<file path="src/source/hdmi_out_pkg.sv">
/*
 * HDMI output side definitions
 * Output color width, packed RGB width and scanline dimming shift
 */

package hdmi_out_pkg;

  //////////////////////////////////////////////////
  // Output pixel format
  //////////////////////////////////////////////////

  // Bits per color towards the transmitter
  localparam int COLOR_W_O = 8;

  // Packed pixel, red in the top byte, blue in the bottom
  localparam int RGB_W_O = 3 * COLOR_W_O;

  //////////////////////////////////////////////////
  // Scanline effect
  //////////////////////////////////////////////////

  // Right shift on dimmed lines
  // One bit halves the intensity
  localparam int SCANLINE_SHIFT = 1;

endpackage

</file>
<file path="src/source/n64_vid_pkg.sv">
/*
 * N64 video input definitions
 * Bus widths, pixel group phasing and the dual-view input word
 * used by the HDMI-domain video path
 */

package n64_vid_pkg;

  //////////////////////////////////////////////////
  // N64 digital video bus
  //////////////////////////////////////////////////

  // Width of VD_i
  localparam int VD_WIDTH = 7;

  // Bus cycles per group (sync, red, green, blue)
  localparam int PHASES_PER_PIXEL = 4;

  // Phase counter width
  localparam int PHASE_W = $clog2(PHASES_PER_PIXEL);

  // Phase of each color sample within a group
  // Phase 0 is the sync word, marked by a low nVDSYNC
  localparam logic [PHASE_W-1:0] PH_RED   = PHASE_W'(1);
  localparam logic [PHASE_W-1:0] PH_GREEN = PHASE_W'(2);
  localparam logic [PHASE_W-1:0] PH_BLUE  = PHASE_W'(PHASES_PER_PIXEL - 1);

  //////////////////////////////////////////////////
  // Input word, read either as color or as sync
  //////////////////////////////////////////////////

  typedef union packed {
    // Color sample in phases 1 to 3
    logic [VD_WIDTH-1:0] color;
    // Sync nibble in phase 0, all flags active low
    struct packed {
      logic [2:0] pad;
      logic       vsync_n;
      logic       clamp_n;
      logic       hsync_n;
      logic       csync_n;
    } sync;
  } n64_vd_word_u;

endpackage

</file>
<file path="src/source/hdmi_out_regs.sv">
/*
 * HDMI output registers
 * Forms VSYNC, HSYNC and DE from the sync word and holds
 * the last pixel on VD until the next one arrives
 */

`timescale 1ns/1ps

module hdmi_out_regs
  import n64_vid_pkg::*;
  import hdmi_out_pkg::*;
(
  input  logic               HDMI_CLK_w,
  input  logic               HDMI_nRST_w,
  // Sync word
  input  logic               sync_valid_i,
  input  n64_vd_word_u       sync_i,
  // Pixel
  input  logic               px_valid_i,
  input  logic [RGB_W_O-1:0] rgb_i,
  // Transmitter pins
  output logic               VSYNC_o,
  output logic               HSYNC_o,
  output logic               DE_o,
  output logic [RGB_W_O-1:0] VD_o
);

  //////////////////////////////////////////////////
  // Output stage
  //////////////////////////////////////////////////

  always_ff @(posedge HDMI_CLK_w or negedge HDMI_nRST_w) begin
    if (!HDMI_nRST_w) begin
      VSYNC_o <= 1'b0;
      HSYNC_o <= 1'b0;
      DE_o    <= 1'b0;
      VD_o    <= '0;
    end else begin
      // Active-high syncs towards the transmitter
      if (sync_valid_i) begin
        VSYNC_o <= !sync_i.sync.vsync_n;
        HSYNC_o <= !sync_i.sync.hsync_n;
        // Blanked while any of vsync, hsync or clamp is asserted
        DE_o    <= sync_i.sync.vsync_n && sync_i.sync.hsync_n && sync_i.sync.clamp_n;
      end
      // Pixel held through the sync cycles
      if (px_valid_i) begin
        VD_o <= rgb_i;
      end
    end
  end

endmodule

</file>
<file path="src/source/n64_vid_demux.sv">
/*
 * N64 video bus demultiplexer
 * Registers the bus and splits each 4-cycle group into one
 * sync word and three color samples with single-cycle strobes
 */

`timescale 1ns/1ps

module n64_vid_demux
  import n64_vid_pkg::*;
(
  input  logic                HDMI_CLK_w,
  input  logic                HDMI_nRST_w,
  // N64 video bus
  input  logic                nVDSYNC_i,
  input  logic [VD_WIDTH-1:0] VD_i,
  // Sync word out
  output logic                sync_valid_o,
  output n64_vd_word_u        sync_o,
  // Color samples out
  output logic                pix_valid_o,
  output logic [VD_WIDTH-1:0] r_o,
  output logic [VD_WIDTH-1:0] g_o,
  output logic [VD_WIDTH-1:0] b_o
);

  // Registered bus
  logic         nvdsync_q;
  n64_vd_word_u vd_q;

  // Phase tracking
  logic [PHASE_W-1:0] phase_q;
  logic [PHASE_W-1:0] phase_cur;
  // Set by the first sync word after reset
  logic               synced_q;

  //////////////////////////////////////////////////
  // Input registers
  //////////////////////////////////////////////////

  // Marker idles high
  always_ff @(posedge HDMI_CLK_w or negedge HDMI_nRST_w) begin
    if (!HDMI_nRST_w) begin
      nvdsync_q <= 1'b1;
    end else begin
      nvdsync_q <= nVDSYNC_i;
    end
  end

  always_ff @(posedge HDMI_CLK_w) begin
    vd_q <= VD_i;
  end

  //////////////////////////////////////////////////
  // Phase decoder
  //////////////////////////////////////////////////

  // A registered low marker forces phase 0
  assign phase_cur = nvdsync_q ? phase_q : '0;

  always_ff @(posedge HDMI_CLK_w or negedge HDMI_nRST_w) begin
    if (!HDMI_nRST_w) begin
      phase_q      <= '0;
      synced_q     <= 1'b0;
      sync_valid_o <= 1'b0;
      pix_valid_o  <= 1'b0;
    end else begin
      // Free running, restarted by every sync word
      phase_q <= phase_cur + 1'b1;
      if (!nvdsync_q) begin
        synced_q <= 1'b1;
      end
      sync_valid_o <= !nvdsync_q;
      // Group complete once blue is in
      pix_valid_o  <= synced_q && nvdsync_q && (phase_cur == PH_BLUE);
    end
  end

  //////////////////////////////////////////////////
  // Sample latches
  //////////////////////////////////////////////////

  always_ff @(posedge HDMI_CLK_w) begin
    // Sync view in phase 0
    if (!nvdsync_q) begin
      sync_o <= vd_q;
    end
    // Color view in phases 1 to 3
    if (synced_q && nvdsync_q) begin
      case (phase_cur)
        PH_RED:   r_o <= vd_q.color;
        PH_GREEN: g_o <= vd_q.color;
        PH_BLUE:  b_o <= vd_q.color;
        default:  ;
      endcase
    end
  end

endmodule

</file>
<file path="src/source/n64_vid_top.sv">
/*
 * N64 to HDMI video path
 * Demux, pixel processing and output registers in the
 * HDMI clock domain
 */

`timescale 1ns/1ps

module n64_vid_top
  import n64_vid_pkg::*;
  import hdmi_out_pkg::*;
(
  input  logic                HDMI_CLK_w,
  input  logic                HDMI_nRST_w,
  // N64 video bus
  input  logic                nVDSYNC_i,
  input  logic [VD_WIDTH-1:0] VD_i,
  input  logic                scanline_en_i,
  // HDMI transmitter
  output logic                VSYNC_o,
  output logic                HSYNC_o,
  output logic                DE_o,
  output logic [RGB_W_O-1:0]  VD_o
);

  //////////////////////////////////////////////////
  // Interconnect
  //////////////////////////////////////////////////

  // Demux to processing
  logic                sync_valid;
  n64_vd_word_u        sync_word;
  logic                pix_valid;
  logic [VD_WIDTH-1:0] r_px;
  logic [VD_WIDTH-1:0] g_px;
  logic [VD_WIDTH-1:0] b_px;

  // Processing to output registers
  logic                sync_valid_d;
  n64_vd_word_u        sync_word_d;
  logic                px_valid;
  logic [RGB_W_O-1:0]  px_rgb;

  // Input side
  n64_vid_demux u_demux (
    .HDMI_CLK_w   (HDMI_CLK_w),
    .HDMI_nRST_w  (HDMI_nRST_w),
    .nVDSYNC_i    (nVDSYNC_i),
    .VD_i         (VD_i),
    .sync_valid_o (sync_valid),
    .sync_o       (sync_word),
    .pix_valid_o  (pix_valid),
    .r_o          (r_px),
    .g_o          (g_px),
    .b_o          (b_px)
  );

  // Widening and scanlines
  pixel_scanline_proc u_proc (
    .HDMI_CLK_w    (HDMI_CLK_w),
    .HDMI_nRST_w   (HDMI_nRST_w),
    .scanline_en_i (scanline_en_i),
    .sync_valid_i  (sync_valid),
    .sync_i        (sync_word),
    .pix_valid_i   (pix_valid),
    .r_i           (r_px),
    .g_i           (g_px),
    .b_i           (b_px),
    .sync_valid_o  (sync_valid_d),
    .sync_o        (sync_word_d),
    .px_valid_o    (px_valid),
    .rgb_o         (px_rgb)
  );

  // Output side
  hdmi_out_regs u_out (
    .HDMI_CLK_w   (HDMI_CLK_w),
    .HDMI_nRST_w  (HDMI_nRST_w),
    .sync_valid_i (sync_valid_d),
    .sync_i       (sync_word_d),
    .px_valid_i   (px_valid),
    .rgb_i        (px_rgb),
    .VSYNC_o      (VSYNC_o),
    .HSYNC_o      (HSYNC_o),
    .DE_o         (DE_o),
    .VD_o         (VD_o)
  );

endmodule

</file>
<file path="src/source/pixel_scanline_proc.sv">
/*
 * Pixel processing
 * Widens 7-bit colors to 8 bits, tracks line parity from the
 * sync words and halves odd lines when scanlines are on
 */

`timescale 1ns/1ps

module pixel_scanline_proc
  import n64_vid_pkg::*;
  import hdmi_out_pkg::*;
(
  input  logic                HDMI_CLK_w,
  input  logic                HDMI_nRST_w,
  input  logic                scanline_en_i,
  // From demux
  input  logic                sync_valid_i,
  input  n64_vd_word_u        sync_i,
  input  logic                pix_valid_i,
  input  logic [VD_WIDTH-1:0] r_i,
  input  logic [VD_WIDTH-1:0] g_i,
  input  logic [VD_WIDTH-1:0] b_i,
  // To output registers
  output logic                sync_valid_o,
  output n64_vd_word_u        sync_o,
  output logic                px_valid_o,
  output logic [RGB_W_O-1:0]  rgb_o
);

  // Line parity, high on odd lines
  logic line_odd_q;
  // hsync_n of the previous sync word
  logic hsync_prev_q;
  // Dimming active for the current pixel
  logic dim;

  // Top bits repeated below the LSB
  function automatic logic [COLOR_W_O-1:0] widen(input logic [VD_WIDTH-1:0] c);
    return {c, c[VD_WIDTH-1 -: (COLOR_W_O - VD_WIDTH)]};
  endfunction

  // Widen, then shift down on dimmed lines
  function automatic logic [COLOR_W_O-1:0] map_color(input logic [VD_WIDTH-1:0] c,
                                                     input logic                d);
    logic [COLOR_W_O-1:0] w;
    w = widen(c);
    return d ? (w >> SCANLINE_SHIFT) : w;
  endfunction

  assign dim = scanline_en_i && line_odd_q;

  //////////////////////////////////////////////////
  // Line parity
  //////////////////////////////////////////////////

  always_ff @(posedge HDMI_CLK_w or negedge HDMI_nRST_w) begin
    if (!HDMI_nRST_w) begin
      line_odd_q   <= 1'b0;
      // No fall counted before the first sync word
      hsync_prev_q <= 1'b0;
    end else if (sync_valid_i) begin
      // New line on hsync_n falling between sync words
      if (hsync_prev_q && !sync_i.sync.hsync_n) begin
        line_odd_q <= !line_odd_q;
      end
      hsync_prev_q <= sync_i.sync.hsync_n;
    end
  end

  //////////////////////////////////////////////////
  // Pipeline stage
  //////////////////////////////////////////////////

  always_ff @(posedge HDMI_CLK_w or negedge HDMI_nRST_w) begin
    if (!HDMI_nRST_w) begin
      sync_valid_o <= 1'b0;
      px_valid_o   <= 1'b0;
    end else begin
      sync_valid_o <= sync_valid_i;
      px_valid_o   <= pix_valid_i;
    end
  end

  // Payload follows its strobe
  always_ff @(posedge HDMI_CLK_w) begin
    sync_o <= sync_i;
    rgb_o  <= {map_color(r_i, dim), map_color(g_i, dim), map_color(b_i, dim)};
  end

endmodule
</file>
<file path="config.mk">
export PLATFORM = sky130hd
export DESIGN_NAME = n64_vid_top
export DESIGN_NICKNAME = d
export VERILOG_FILES = /design/src/source/hdmi_out_pkg.sv /design/src/source/n64_vid_pkg.sv /design/src/source/hdmi_out_regs.sv /design/src/source/n64_vid_demux.sv /design/src/source/n64_vid_top.sv /design/src/source/pixel_scanline_proc.sv
export SDC_FILE = /design/constraint.sdc
export NUM_CORES = 1
export LEC_CHECK = 0
export BUFFER_PORTS_ARGS = -buffer_cell sky130_fd_sc_hd__buf_2
export CAP_MARGIN = 20
export CORE_MARGIN = 2
export CORE_UTILIZATION = 35
export CTS_CLUSTER_SIZE = 16
export DETAILED_ROUTE_END_ITERATION = 7
export PLACE_DENSITY = 0.59
export SLEW_MARGIN = 20
export SYNTH_ARGS = -nofsm -noshare
export SYNTH_HDL_FRONTEND = slang
export SYNTH_SLANG_ARGS = --single-unit
</file>
<file path="constraint.sdc">
create_clock -name HDMI_CLK_w -period 3.6 [get_ports HDMI_CLK_w]
set_input_delay 0.54 -clock HDMI_CLK_w [delete_from_list [all_inputs] [get_ports HDMI_CLK_w]]
set_output_delay 0.54 -clock HDMI_CLK_w [all_outputs]
set_load 0.05 [all_outputs]
</file>
Yosys cells after proc, flatten, opt, wreduce, memory -nomap -nowiden
Cells that the tools add are included.

cells by class
  equality and inequality tests = 3
  multiplexer cells = 4
  add/sub/neg operators = 1
  reduce and logical (&&, ||, !) cells = 15

operators with widths
  cell                 count
  $mux 7               3
  $reduce_and 2->1     4
  $logic_and 1x1->1    6
  $logic_not 1->1      5
  $eq 2x2->1 const B   2
  $add 2x1->2 const B  1
  $eq 2x1->1 const B   1
  $mux 2               1

word-level totals
  output and inout port bits = 27
  input port bits = 11
  word-level logic and storage cells = 44
  flip-flop bits (word level) = 97

Longest topological paths before layout
  depth in word-level cells = 3
  gate-level depth with buffers = 4
  mapped depth without buffers = 4

Cells and area by module
Synthesis repeated with hierarchy kept, for this count alone.

second synthesis, totals
  cells, all modules = 179
  area total of the unflattened synthesis = 3432.0 µm²

by module, submodules not included
  module               cells each  times used  sequential area each (µm²)  area an instance (µm²)
  n64_vid_demux        53          1           1132.3                      1221.2
  hdmi_out_regs        61          1           675.6                       1114.8
  pixel_scanline_proc  65          1           720.7                       1096.1

Least setup slack after synthesis
No wires, ideal clock.

  path type = reg-to-reg
  start = register u_demux.nvdsync_q
  end = register u_demux.b_o[0] (enable)
  cell stages (with the launch flop) = 4
  arrival time = 1.132 ns
  path buffers = 0
  setup time = 0.329 ns
  period minus slack after synthesis = 1.461 ns
  setup slack = 2.139 ns
  data required time = 3.271 ns
  cells stage by stage = dfstp_2 > and2_1 > ha_1 > and3_1

between the ends
  cells in the longest elaborated chain, start to end = 3

ends and longest elaborated chain
  item                                 line                 text
  start, declared                      n64_vid_demux.sv:28  logic nvdsync_q;
  start signal, assigned               n64_vid_demux.sv:46  nvdsync_q <= nVDSYNC_i;
  $mux 2                               n64_vid_demux.sv:59  assign phase_cur = nvdsync_q ? phase_q : '0;
  $eq 2x2->1                           n64_vid_demux.sv:90  case (phase_cur)
  $reduce_and 2->1 (no source line) *  n/a
  end signal, assigned                 n64_vid_demux.sv:93  PH_BLUE: b_o <= vd_q.color;
  end, declared                        n64_vid_demux.sv:24  output logic [VD_WIDTH-1:0] b_o

Every way passes the cells marked *; elsewhere a longest branch is shown, timed or not.
A chain may end at the register's enable or synchronous reset.

Worst setup path in the final report
  start = register u_demux.nvdsync_q
  end = register u_demux.b_o[1] (enable)

Same word-level chain as after synthesis.

==> out/results.txt <==
GR Overflow Total = 0
Seq cells post-synth = 95
ANT nets after route = 0
Chip Height = 98.6 um
Via-per-instance ratio = 4.27
PwrDens = 809 nW/um2
Post-Syn Instances = 171
Clock sink count = 95
Hold path startpoint = nVDSYNC_i
Crit Reg-Reg Endpoint = u_demux.b_o[1]
Drt first pass iters = 4
Static leakage = 1.59 nW
RSZ-0062 raised after global routing = false
Via count = 1396
Final Slew Violations = 0
Max Cap Viol = 0
Htree depth = 3
CTS buffer count = 9
Share of total power in the clock network = 24.0%
Overall routing resource usage = 9.47%
PortBufs = 37
Final hold vios = 0
Skew-Pair Late Insertion Delay = 0.35 ns
NetSw = 1.01 mW
Leading cell type in the layout, fill and taps excluded = buf_2
Largest family of logic cells by synthesized area = multiplexers
Ys Warns = 0
Synth Area in Adders = 1.20%
R2r worst-path depth = 3
Final wirelength = 4.21 mm
Starting density of the core = 36.1%
Worst reg2reg startpoint = u_demux.nvdsync_q
Final GP Congestion = 0.730
Total power = 2.92 mW
Synth top area share = 28.8%
Internal Power = 1.91 mW
Final setup vio count = 0
Mapped Area = 3130 um2
Clock Skews = 0.00714 ns
Hold path depth = 1
Final #Nets = 228
Worst vdd ir = 0.332 mV
Initial DRC count = 55
Antenna diodes = 0
Outcome = completed
Worst Tran Pin Value = 0.915 ns
Data arrival, critical path = 1.65 ns
Layout cells sized above 1 = 45.7%
Worst-path clk slew = 0.08 ns
CP Data Required Time = 3.62 ns
Max clock buf depth = 2
Reg2reg setup slack = 1.98 ns
Post-CTS setup buffers = 0
Type of element capturing the critical path = flip-flop
Avg Cell Area, Syn = 18.3 um2
CTS tree = done
Crit Path Class = flip-flop to flip-flop
Top cells by area, synth = dfrtp_1 29%, edfxtp_1 23%, dfxtp_1 22%, mux2_2 10%, mux2_4 8.2%
Ports = 38
Num rows = 34
First-pass GRT wire length = 6.95 mm
Initial antenna violation count = 0
Post-cts resize count = 0
Dpl hpwl = 2.88 mm
Post-CTS Hold Buffers = 0
Sequential fraction of the synthesis area = 74.4%
Area leader, netlist = dfrtp_1
Setup TNS = 0 ns
Synth Area in XOR/XNOR = 0.280%
Largest net degree at the start of global routing = 38
Die W = 98.6 um
Hold endpoint = u_demux.nvdsync_q
Core ar. = 8680 um2
Area grow syn2layout = 15.5%
Post-Synth Simple-Gate Area = 2.44%
Post-Syn Nets = 185
Vias in the first global route = 1457
WL/cell = 12.9 um
Rel. slew slack = 39.0%
Logic pwr share = 28.7%
CP Launch Type = flip-flop
Unique cell type count in the Yosys netlist = 19
DRC errors left = 0
Seq pwr share = 47.3%
Die Area = 9720 um2
Mux share of post-synthesis cell area = 19.2%
Compound-gate portion of the synthesized area = 0.160%
Crit Path Max Fanout = 8
Most frequent cells in the layout = 37 x buf_2, 36 x dfrtp_1, 34 x dfxtp_1
Hold WC Path Type = primary input to flip-flop
Fin crit period = 1.62 ns
Switching share of power = 34.6%
Final critical-path share of the clock period = 45.1%
FMAX = 0.616 GHz
Setup crit start = u_demux.nvdsync_q
Root buffer cell = clkbuf_8
-- cell type report --
type | instances | area, um2
sequential | 95 | 2330
tap | 108 | 135
multi-input combinational | 65 | 729
clock inverter | 3 | 22.5
timing repair buffer | 37 | 185
inverter | 6 | 22.5
clock buffer | 13 | 191
fill | 849 | 5060
-- power by group through the flow --
stage               sequential, mW  clock [mW]  combinational (mW)
floorplan                     1.84           0               0.245
global placement              1.42           0               0.843
detailed placement            1.42           0               0.851
CTS                           1.39       0.724               0.852
global route                  1.42       0.768               0.878
finish                        1.38       0.702               0.838
-- cells in the mapped netlist --
cell type	count
and2_1	5
and3_1	3
buf_2	1
buf_6	4
dfrtp_1	36
dfstp_2	1
dfxtp_1	34
edfxtp_1	24
ha_1	3
inv_1	6
mux2_2	29
mux2_4	17
mux2i_1	2
nand2_2	1
nand2b_1	1
nand3b_1	1
nand4_1	1
o21ai_0	1
xnor2_1	1
-- worst max-delay path: stages, from the launching register on --
cell and delay [ns]:
dfstp_2 0.58, and2_1 0.19, ha_1 0.17, and3_1 0.36
-- worst max-delay path by stage --
stage                  endpoint  depth (start not counted)
6_report         u_demux.b_o[1]                          3
5_1_grt          u_demux.b_o[1]                          3
4_1_cts          u_demux.b_o[1]                          3
3_5_place_dp   u_proc.rgb_o[16]                          3
3_3_place_gp    u_proc.rgb_o[6]                          3
2_1_floorplan    u_demux.b_o[0]                          3
-- logic make-up (layout without fill, tap and decap cells) --
kind of cell | after synthesis | in the layout
muxes | 48 | 48
xor gates and xnor gates | 1 | 1
buffers and inverters | 11 | 59
and+or+nand+nor | 12 | 12
AOI/OAI and AO/OA | 1 | 1
adders and majority gates | 3 | 3
DFF | 95 | 95
-- stage by stage --
| stage | area (um2) | setup slack (ns) | util [%] | hold WS [ns] | std cells |
|---|---|---|---|---|---|
| finish | 3610 | 1.98 | 41.7 | 0.284 | 327 |
| CTS | 3610 | 1.95 | 41.7 | 0.261 | 327 |
| detailed placement | 3400 | 1.91 | 39.2 | 0.335 | 311 |
| floorplan | 3130 | 2.14 | - | 0.244 | 171 |
| global route | 3610 | 1.86 | 41.7 | 0.257 | 327 |
| global placement | 3400 | 1.92 | 39.2 | 0.330 | 311 |
-- routing by layer --
metal  GRT usage (%)  vias up  routed length (um)
met5               0        -                   0
met4            6.64        0                  99
met3            3.19        8                 221
met2            13.8       28                1910
met1            11.9      682                1980
li1                -      678                   -
-- flip-flops by register name, indices dropped and copies added, names as in the netlist, 2 cells and up --
register and flops:
u_out.VD_o 24, u_proc.rgb_o 24, u_demux.b_o 7, u_demux.g_o 7, u_demux.r_o 7, u_demux.vd_q 7
u_demux.sync_o 3, u_proc.sync_o 3, u_demux.phase_q 2
(Power assumes the default switching activity.)
